### src/common/tinker_settings.svh
`ifndef TINKER_SETTINGS_SVH
`define TINKER_SETTINGS_SVH

// ----------------------------------------------------------------------
// core sizing
// ----------------------------------------------------------------------

// datapath width in bits
`define TINKER_XLEN 64

// register file entries, r0 hardwired to zero
`define TINKER_NUM_REGS 32

// ----------------------------------------------------------------------
// memories and fetch
// ----------------------------------------------------------------------

// instruction memory depth in 32-bit words
`define TINKER_IMEM_WORDS 256

// data memory size in bytes, addresses wrap
`define TINKER_DMEM_BYTES 4096

// first fetch address out of reset
`define TINKER_RESET_PC 0

`endif

### src/common/core_pkg.sv
`include "tinker_settings.svh"

package core_pkg;

    // ------------------------------------------------------------------
    // datapath types
    // ------------------------------------------------------------------

    // register and memory word
    typedef logic [`TINKER_XLEN-1:0] word_t;

    // byte address of an instruction
    typedef logic [`TINKER_XLEN-1:0] pc_t;

    // ------------------------------------------------------------------
    // memory address types
    // ------------------------------------------------------------------

    // word index, pc / 4
    typedef logic [$clog2(`TINKER_IMEM_WORDS)-1:0] imem_addr_t;

    // byte address, wraps at the memory size
    typedef logic [$clog2(`TINKER_DMEM_BYTES)-1:0] dmem_addr_t;

endpackage

### src/common/isa_pkg.sv
package isa_pkg;

    // ------------------------------------------------------------------
    // instruction word layout
    // ------------------------------------------------------------------

    // lsb of each field, widths follow from the types below
    localparam int OP_LSB = 27;
    localparam int RD_LSB = 22;
    localparam int RS_LSB = 17;
    localparam int RT_LSB = 12;
    localparam int L_LSB  = 0;

    typedef logic [31:0] instr_t;
    typedef logic [4:0]  reg_idx_t;
    typedef logic [11:0] imm_t;

    // ------------------------------------------------------------------
    // opcodes
    // ------------------------------------------------------------------
    typedef enum logic [4:0] {
        // logic
        OP_AND   = 5'h00,
        OP_OR    = 5'h01,
        OP_XOR   = 5'h02,
        OP_NOT   = 5'h03,
        // shifts, register then literal form
        OP_SHR   = 5'h04,
        OP_SHRI  = 5'h05,
        OP_SHL   = 5'h06,
        OP_SHLI  = 5'h07,
        // control flow
        OP_JMP   = 5'h08,
        OP_JMPL  = 5'h0a,
        OP_BRNZ  = 5'h0b,
        OP_BRGT  = 5'h0e,
        OP_HALT  = 5'h0f,
        // data movement
        OP_LOAD  = 5'h10,
        OP_MOV   = 5'h11,
        OP_MOVI  = 5'h12,
        OP_STORE = 5'h13,
        // arithmetic
        OP_ADD   = 5'h18,
        OP_ADDI  = 5'h19,
        OP_SUB   = 5'h1a,
        OP_SUBI  = 5'h1b
    } opcode_e;

endpackage

### src/common/ex_mem_if.sv
`timescale 1ns/1ps

// execute to memory stage record, one register advancing every cycle
interface ex_mem_if;
    logic                 valid;
    logic                 reg_write;
    logic                 mem_read;
    logic                 mem_write;
    logic                 halt;
    isa_pkg::reg_idx_t    rd;
    core_pkg::word_t      result;
    core_pkg::dmem_addr_t addr;
    core_pkg::word_t      store_data;

    // execute owns the record and reads it back for forwarding
    modport exec (
        output valid, reg_write, mem_read, mem_write, halt,
        output rd, result, addr, store_data
    );

    // memory stage consumes it
    modport mem (
        input valid, reg_write, mem_read, mem_write, halt,
        input rd, result, addr, store_data
    );
endinterface

### src/core/execute_stage.sv
`timescale 1ns/1ps

module execute_stage (
    input  logic              clk,
    input  logic              reset,
    input  core_pkg::pc_t     id_ex_pc,
    input  isa_pkg::opcode_e  id_ex_op,
    input  isa_pkg::reg_idx_t id_ex_rd,
    input  isa_pkg::reg_idx_t id_ex_rs,
    input  isa_pkg::reg_idx_t id_ex_rt,
    input  isa_pkg::imm_t     id_ex_l,
    input  core_pkg::word_t   id_ex_a,
    input  core_pkg::word_t   id_ex_b,
    input  core_pkg::word_t   id_ex_rd_val,
    input  logic              id_ex_valid,
    input  logic              id_ex_load,
    input  logic              wb_en,
    input  isa_pkg::reg_idx_t wb_rd,
    input  core_pkg::word_t   wb_data,
    ex_mem_if.exec            em,
    output logic              redirect,
    output core_pkg::pc_t     target
);
    logic            ex_fwd;
    core_pkg::word_t a_f;
    core_pkg::word_t b_f;
    core_pkg::word_t rd_f;
    core_pkg::word_t lit;
    core_pkg::word_t alu_res;
    core_pkg::word_t mem_base;
    logic            writes;
    logic            taken;

    // ------------------------------------------------------------------
    // forwarding
    // ------------------------------------------------------------------

    // load data is not in EX/MEM yet, the interlock covers it
    assign ex_fwd = em.valid & em.reg_write & ~em.mem_read;

    // EX/MEM first, then writeback, then the decoded value
    function automatic core_pkg::word_t fwd(input isa_pkg::reg_idx_t src,
                                            input core_pkg::word_t   val);
        if (src == '0) begin
            return val;
        end
        if (ex_fwd && em.rd == src) begin
            return em.result;
        end
        if (wb_en && wb_rd == src) begin
            return wb_data;
        end
        return val;
    endfunction

    always_comb begin
        a_f  = fwd(id_ex_rs, id_ex_a);
        b_f  = fwd(id_ex_rt, id_ex_b);
        rd_f = fwd(id_ex_rd, id_ex_rd_val);
    end

    // ------------------------------------------------------------------
    // ALU and branch decision
    // ------------------------------------------------------------------
    assign lit = core_pkg::word_t'(id_ex_l);

    always_comb begin
        alu_res = '0;
        writes  = 1'b1;
        taken   = 1'b0;
        case (id_ex_op)
            // b already holds rt or the literal
            isa_pkg::OP_ADD, isa_pkg::OP_ADDI: alu_res = a_f + b_f;
            isa_pkg::OP_SUB, isa_pkg::OP_SUBI: alu_res = a_f - b_f;
            isa_pkg::OP_AND: alu_res = a_f & b_f;
            isa_pkg::OP_OR:  alu_res = a_f | b_f;
            isa_pkg::OP_XOR: alu_res = a_f ^ b_f;
            isa_pkg::OP_NOT: alu_res = ~a_f;
            isa_pkg::OP_SHR, isa_pkg::OP_SHRI: alu_res = a_f >> b_f;
            isa_pkg::OP_SHL, isa_pkg::OP_SHLI: alu_res = a_f << b_f;
            isa_pkg::OP_MOV:  alu_res = a_f;
            isa_pkg::OP_MOVI: alu_res = lit;
            // result replaced by memory data later
            isa_pkg::OP_LOAD: alu_res = '0;
            isa_pkg::OP_JMP, isa_pkg::OP_JMPL: begin
                writes = 1'b0;
                taken  = 1'b1;
            end
            isa_pkg::OP_BRNZ: begin
                writes = 1'b0;
                taken  = (a_f != '0);
            end
            isa_pkg::OP_BRGT: begin
                writes = 1'b0;
                taken  = ($signed(a_f) > $signed(b_f));
            end
            default: writes = 1'b0;
        endcase
    end

    // only pc+L is relative, the rest jump to rd
    assign target   = (id_ex_op == isa_pkg::OP_JMPL) ? id_ex_pc + lit : rd_f;
    assign redirect = id_ex_valid & taken;

    // store base is rd, load base is rs
    assign mem_base = (id_ex_op == isa_pkg::OP_STORE) ? rd_f : a_f;

    // ------------------------------------------------------------------
    // EX/MEM record
    // ------------------------------------------------------------------
    always_ff @(posedge clk or posedge reset) begin
        if (reset) begin
            em.valid     <= 1'b0;
            em.reg_write <= 1'b0;
            em.mem_read  <= 1'b0;
            em.mem_write <= 1'b0;
            em.halt      <= 1'b0;
        end else begin
            em.valid     <= id_ex_valid;
            em.reg_write <= writes;
            em.mem_read  <= id_ex_load;
            em.mem_write <= (id_ex_op == isa_pkg::OP_STORE);
            em.halt      <= (id_ex_op == isa_pkg::OP_HALT);
        end
    end

    always_ff @(posedge clk) begin
        em.rd         <= id_ex_rd;
        em.result     <= alu_res;
        em.addr       <= core_pkg::dmem_addr_t'(mem_base + lit);
        em.store_data <= a_f;
    end
endmodule

### src/flat_wrapper.sv
// flat-port wrapper written by rule: the top's interface ports become plain ports
module execute_stage_flat 
  (clk, reset, id_ex_pc, id_ex_op, id_ex_rd, id_ex_rs, id_ex_rt, id_ex_l, id_ex_a, id_ex_b, id_ex_rd_val, id_ex_valid, id_ex_load, wb_en, wb_rd, wb_data, redirect, target, em_valid, em_reg_write, em_mem_read, em_mem_write, em_halt, em_rd, em_result, em_addr, em_store_data);
  ex_mem_if em_i ();
  input  logic clk;
  input  logic reset;
  input  core_pkg::pc_t id_ex_pc;
  input  isa_pkg::opcode_e id_ex_op;
  input  isa_pkg::reg_idx_t id_ex_rd;
  input  isa_pkg::reg_idx_t id_ex_rs;
  input  isa_pkg::reg_idx_t id_ex_rt;
  input  isa_pkg::imm_t id_ex_l;
  input  core_pkg::word_t id_ex_a;
  input  core_pkg::word_t id_ex_b;
  input  core_pkg::word_t id_ex_rd_val;
  input  logic id_ex_valid;
  input  logic id_ex_load;
  input  logic wb_en;
  input  isa_pkg::reg_idx_t wb_rd;
  input  core_pkg::word_t wb_data;
  output logic redirect;
  output core_pkg::pc_t target;
  output wire logic [$bits(em_i.valid)-1:0] em_valid;
  output wire logic [$bits(em_i.reg_write)-1:0] em_reg_write;
  output wire logic [$bits(em_i.mem_read)-1:0] em_mem_read;
  output wire logic [$bits(em_i.mem_write)-1:0] em_mem_write;
  output wire logic [$bits(em_i.halt)-1:0] em_halt;
  output wire logic [$bits(em_i.rd)-1:0] em_rd;
  output wire logic [$bits(em_i.result)-1:0] em_result;
  output wire logic [$bits(em_i.addr)-1:0] em_addr;
  output wire logic [$bits(em_i.store_data)-1:0] em_store_data;
  assign em_valid = em_i.valid;
  assign em_reg_write = em_i.reg_write;
  assign em_mem_read = em_i.mem_read;
  assign em_mem_write = em_i.mem_write;
  assign em_halt = em_i.halt;
  assign em_rd = em_i.rd;
  assign em_result = em_i.result;
  assign em_addr = em_i.addr;
  assign em_store_data = em_i.store_data;
  execute_stage u_core (.clk(clk), .reset(reset), .id_ex_pc(id_ex_pc), .id_ex_op(id_ex_op), .id_ex_rd(id_ex_rd), .id_ex_rs(id_ex_rs), .id_ex_rt(id_ex_rt), .id_ex_l(id_ex_l), .id_ex_a(id_ex_a), .id_ex_b(id_ex_b), .id_ex_rd_val(id_ex_rd_val), .id_ex_valid(id_ex_valid), .id_ex_load(id_ex_load), .wb_en(wb_en), .wb_rd(wb_rd), .wb_data(wb_data), .em(em_i), .redirect(redirect), .target(target));
endmodule
### config.mk
export PLATFORM = sky130hd
export DESIGN_NAME = execute_stage_flat
export DESIGN_NICKNAME = d
export VERILOG_FILES = /design/src/common/core_pkg.sv /design/src/common/isa_pkg.sv /design/src/common/ex_mem_if.sv /design/src/core/execute_stage.sv /design/src/flat_wrapper.sv
export VERILOG_INCLUDE_DIRS = /design/src /design/src/common
export SDC_FILE = /design/constraint.sdc
export NUM_CORES = 2
export LEC_CHECK = 0
export ABC_AREA = 1
export BUFFER_PORTS_ARGS = -buffer_cell sky130_fd_sc_hd__buf_2
export CELL_PAD_IN_SITES_DETAIL_PLACEMENT = 1
export CELL_PAD_IN_SITES_GLOBAL_PLACEMENT = 1
export CORE_ASPECT_RATIO = 0.5
export CORE_MARGIN = 8
export CORE_UTILIZATION = 39
export CTS_CLUSTER_DIAMETER = 50
export DETAILED_ROUTE_END_ITERATION = 10
export PLACE_DENSITY = 0.95
export SLEW_MARGIN = 5
export SYNTH_ARGS = -nofsm -noshare
export SYNTH_HDL_FRONTEND = slang
export SYNTH_SLANG_ARGS = --single-unit
### constraint.sdc
create_clock -name clk -period 7.2 [get_ports clk]
set_input_delay 0.36 -clock clk [delete_from_list [all_inputs] [get_ports clk]]
set_output_delay 0.36 -clock clk [all_outputs]
set_load 0.02 [all_outputs]
==> results of run 1 <==
## metal layers
layer	GRT usage, %	overflow
met5	59.6	4
met4	65.6	25
met3	66.2	11
met2	82.2	24
met1	67.3	25
## timing repair
item                                    4_1_cts
endpoints found under the setup margin        1
gates cloned                                  0
gates resized for setup                       1
buffers inserted                              0
hold buffers                                  3
hold endpoints to repair                      7
## synth_stat cells, types with 3 or more instances
cell / number / area, µm²
ha_1: 215 / 2690
xnor2_1: 16 / 140
o21a_1: 25 / 188
a2111oi_0: 17 / 149
nor3_1: 60 / 300
o21ai_1: 32 / 160
inv_1: 732 / 2750
buf_2: 21 / 105
dfxtp_1: 145 / 2900
fa_1: 4 / 80.1
or2_2: 14 / 87.6
nand4_1: 63 / 394
inv_2: 23 / 86.3
nand2_1: 2206 / 8280
o21bai_1: 7 / 52.6
buf_1: 50 / 188
o211a_1: 3 / 30.0
clkinv_1: 12 / 45.0
buf_4: 8 / 60.1
o31ai_1: 5 / 37.5
o21ai_0: 407 / 2040
o2111ai_1: 19 / 166
nor4_1: 25 / 156
dfrtp_1: 5 / 125
clkbuf_1: 263 / 987
buf_6: 10 / 113
o22ai_1: 45 / 282
a31oi_1: 37 / 231
a21o_1: 25 / 188
a21oi_1: 503 / 2520
a311oi_1: 5 / 43.8
a31o_2: 7 / 61.3
a211oi_1: 18 / 135
nor2_2: 4 / 25.0
nand3b_1: 6 / 45.0
o211ai_1: 129 / 968
a21boi_0: 28 / 210
xor2_1: 53 / 464
nand3_1: 479 / 2400
nor2_1: 548 / 2060
o221ai_1: 20 / 175
a221oi_1: 23 / 201
## cells by family after synthesis
kind of cell,Yosys count
compound gates,1366
xor+xnor,69
fa+ha+maj,219
buf+inv,1119
flops,150
simple gates,3419
## through the flow
| step | setup slack, ns | hold slack [ns] | utilization (%) | area (µm²) | cells |
|---|---|---|---|---|---|
| 4_1_cts | 0.0689 | 0.00217 | 44.5 | 37100 | 7830 |
| 3_5_place_dp | 0.157 | 0.436 | 43.8 | 36400 | 7795 |
| 3_3_place_gp | 0.854 | 0.426 | 43.8 | 36400 | 7795 |
| 2_1_floorplan | 1.82 | 0.139 | - | 32500 | 6342 |
==> flow_summary.toml, run 1 <==
[clock_tree]
cts_root_buf = "clkbuf_16"
cts-buffers-inserted = 17
clock-sinks = 150
htreeDepth = 4
clock_path_buffers = 2

[global_routing]
track_usage_pct = 70.7
grt_max_degree = 95
grt.overflow.total = 89

[place]
port_buffers = 576
finalWeightedCongestion = 1.34
hpwl_um = 193000

[synthesis]
synth_ff_type = "dfxtp_1"
synth-compound-area-share_pct = 24.4
synth_xor_area_share_pct = 1.86
synthAdderAreaFrac_pct = 8.51
syn_inst = 6342
synth_edf_count = 0
ys_seq_area_share_pct = 9.30
ys_ff_latch = 150
synth_area_um2 = 32500
synthArstFlopShare_pct = 3.33
synth.area.mux_share_pct = 0
synth.distinct_cells = 62
syn-num-nets = 6923
yosysWarnings = 0
synth.avg_cell_area_um2 = 5.13
synth-simple-area-share_pct = 42.6
synth_top_family_by_area = "simple AND/OR/NAND/NOR gates"

[floorplanning]
fp-row-count = 75
chipHeight_um = 220
die_w_um = 425
ios = 577
start_util_pct = 39.1

[timing]
worstEndpointType = "register data pin"
crit_endpoint = "u_core.em.result[56]$_DFF_P_/D"

[outcome]
haltStage = "5_1_grt"
status = "stopped before the end"
error = "[ERROR GRT-0232] Routing congestion too high. Check the congestion heatmap in the GUI."
==> inputs of run 2 (changes only) <==
CELL_PAD_IN_SITES_DETAIL_PLACEMENT = not set   (was 1)
CELL_PAD_IN_SITES_GLOBAL_PLACEMENT = not set   (was 1)
CORE_ASPECT_RATIO = not set   (was 0.5)
CORE_UTILIZATION = 35   (was 39)
CTS_CLUSTER_DIAMETER = not set   (was 50)
PLACE_DENSITY = not set   (was 0.95)
PLACE_DENSITY_LB_ADDON = 0.15   (was not set)
==> flow_summary.toml, run 2 <==
[global_routing]
track_usage_pct = 47.9
use_met3_pct = 15.9
antenna_found_initial = 55
grt-busiest-layer = "met2"
grt_pass1_vias = 44411
grt.overflow.total = 0
grt_max_degree = 132
use_met2_pct = 68.2
grtUsageMet1_pct = 59.1
grt_pass1_wl_um = 352000

[critical_path]
cpPeakStageDelay_ns = 0.64
slowest_stage = "o21ai_1"
worstSetupPathType = "register to primary output"
startpoint_type = "register"
rr_endpoint = "u_core.em.result[52]"
arrival_ns = 6.77
r2r-start = "u_core.em.rd[1]"
rrSetupSlack_ns = 0.37
worstPathRequired_ns = 6.84
cp-end-kind = "primary output"
rr_worst_depth = 30
path_max_fanout = 42

[cells_and_area]
largest_registers = "u_core.em.result (64), u_core.em.store_data (64), u_core.em.addr (12)"
nNetsFinal = 7330
drive_gt1_share_pct = 12.7
syn2layout_area_growth_pct = 16.0
layout_common_cells = "2203 x nand2_1, 730 x inv_1, 576 x buf_2"
final_area_um2 = 37800
mostFrequentLayoutCell = "nand2_1"
final.fill_count = 10911

[drt]
drc = 0
viasPerCell = 6.15
routed_wirelength_um = 262000
wl_per_cell_um = 32.6
drtIter0Drc = 8808
ant_nets = 0
dr_total_vias = 49578
drt_pass1_iterations = 8

[timing]
tightest_slew_ns = 1.29
finalCritPeriodShare_pct = 99.1
hold_viol = 0
drv_slew = 0
relSlewSlack_pct = 13.4
fin_crit_ns = 7.13
fin_skew_ns = 0.0238
fin_tns_setup_ns = 0
rsz0062_at_grt = "no"
fmax_ghz = 0.140
setup_violations = 0

[synthesis]
synth.most_common_cell = "nand2_1"
ys_seq_area_share_pct = 9.30
syn-num-nets = 6923
synth_xor_area_share_pct = 1.86
synthAdderAreaFrac_pct = 8.51
synth.avg_cell_area_um2 = 5.13
synth-simple-area-share_pct = 42.6
synth_top_area_share_pct = 25.4
ys_ff_latch = 150
yosysTopAreaCell = "nand2_1"
synth.area.mux_share_pct = 0
yosys-top-cells-count = "2206 x nand2_1, 732 x inv_1, 548 x nor2_1, 503 x a21oi_1, 479 x nand3_1"
syn_inst = 6342
synthArstFlopShare_pct = 3.33
synth_ff_type = "dfxtp_1"
synth_area_leaders = "nand2_1 25%, dfxtp_1 8.9%, inv_1 8.4%"
synth_top_family_by_area = "simple AND/OR/NAND/NOR gates"
synth.distinct_cells = 62
synth_area_um2 = 32500
synth-compound-area-share_pct = 24.4
yosysWarnings = 0
synth_edf_count = 0

[clock_tree]
clock-sinks = 150
clock_latency_ns = 0.55
htreeDepth = 4
clock_path_buffers = 2
cts-buffers-inserted = 17
cts_root_buf = "clkbuf_16"
cts_tree = "yes"
cts_setup_buffers = 0
clk_pin_slew_ns = 0.08

[worst_hold_path]
hp-start = "id_ex_rd[0]"
hold_depth = 1
hold_path_end = "u_core.em.rd[0]"
min_path_type = "primary input to register"

[place]
port_buffers = 576
post_dp_cell_area_um2 = 37000
hpwl_um = 215000
finalWeightedCongestion = 1.14

[outcome]
status = "complete, no violations"

[power_and_ir_drop]
p_leak_nw = 20.8
p_per_area_nw_per_um2 = 145
peakVddDrop_mv = 0.174

[floorplanning]
fp-row-count = 112
coreArea_um2 = 92800
ios = 577
die_w_um = 321
die-area_um2 = 103000
chipHeight_um = 321
start_util_pct = 35.1

[job]
cap_violations = 0
==> run 2: cell counts after synthesis <==
Identical to the previous run, type by type.
==> run 2: logic make-up (layout without fill, tap and decap cells) <==
logic type               Yosys count  count (layout)
AND/OR/NAND/NOR                 3419            3419
AO/OA/AOI/OAI                   1366            1366
buffers and inverters           1119            1539
adder cells (fa/ha/maj)          219             219
flip-flops                       150             150
XOR/XNOR                          69              69
other                              0              40
==> run 2: through the flow <==
step	utilization, %	hold WS, ns	setup WS (ns)	power [mW]	cells
CTS	40.6	0.00711	0.130	5.30	8016
global placement	39.9	0.371	0.472	4.23	7980
finish	40.7	0.0309	0.0652	5.49	8056
floorplan	-	0.139	1.82	2.77	6342
detailed placement	39.9	0.360	0.495	4.21	7980
global route	40.6	0.0372	0.00562	5.63	8025
==> run 2: timing repair <==
action / 4_1_cts / 5_1_grt
endpoints found under the hold margin: 8 / 0
setup endpoints to repair: 0 / 1
resized for setup: 0 / 6
hold buffers: 4 / 0
==> run 2: area by class of cell <==
type                    instances  area [µm²]  share of cell area [%]
inverters                     767        2880                    7.63
multi-input cells            5073       25400                    67.2
diodes                         40         100                   0.265
clock inverters                15         190                   0.504
flip-flops and latches        150        3030                    8.02
repair buffers                740        4190                    11.1
clock buffers                  17         425                    1.13
well taps                    1254        1570                    4.16
==> run 2: worst max path at each step <==
stage | start | end | slack (ns) | cells after the start
after floorplan | u_core.em.rd[0] | u_core.em.result[41] | 1.82 | 35
after global placement | id_ex_rs[2] | u_core.em.result[52] | 0.47 | 32
after detailed placement | id_ex_rs[2] | u_core.em.result[52] | 0.50 | 32
after CTS | u_core.em.rd[2] | redirect | 0.13 | 26
after global routing | u_core.em.rd[1] | redirect | 0.006 | 29
final | u_core.em.rd[1] | redirect | 0.07 | 26
==> run 2: critical path, delay by kind of cell, from the launching register on <==
kind                       cells  cell delay, ns
and+or+nand+nor               11            1.84
AOI/OAI and AO/OA              6            1.69
buffers and inverters          7            1.35
adders and majority gates      1            0.62
DFF                            1            0.47
xor gates and xnor gates       1            0.21
==> run 2: per-layer routing <==
layer  vias up  wire [µm]  part of all wire, %
li1      21559          -                    -
met1     23009      98800                   38
met2      4091     104000                   40
met3       891      35500                   14
met4        28      23800                  9.1
met5         -        196                0.075
==> run 2: report_power, final <==
part           switching, mW  total [mW]  leakage, nW  internal [mW]
Sequential             0.172        1.09         1.27          0.920
Clock                  0.548        1.10        0.306          0.555
Combinational           2.43        3.30         19.2          0.865
Total                   3.15        5.49         20.8           2.34
No activity file was read; power rests on OpenSTA's default activity.
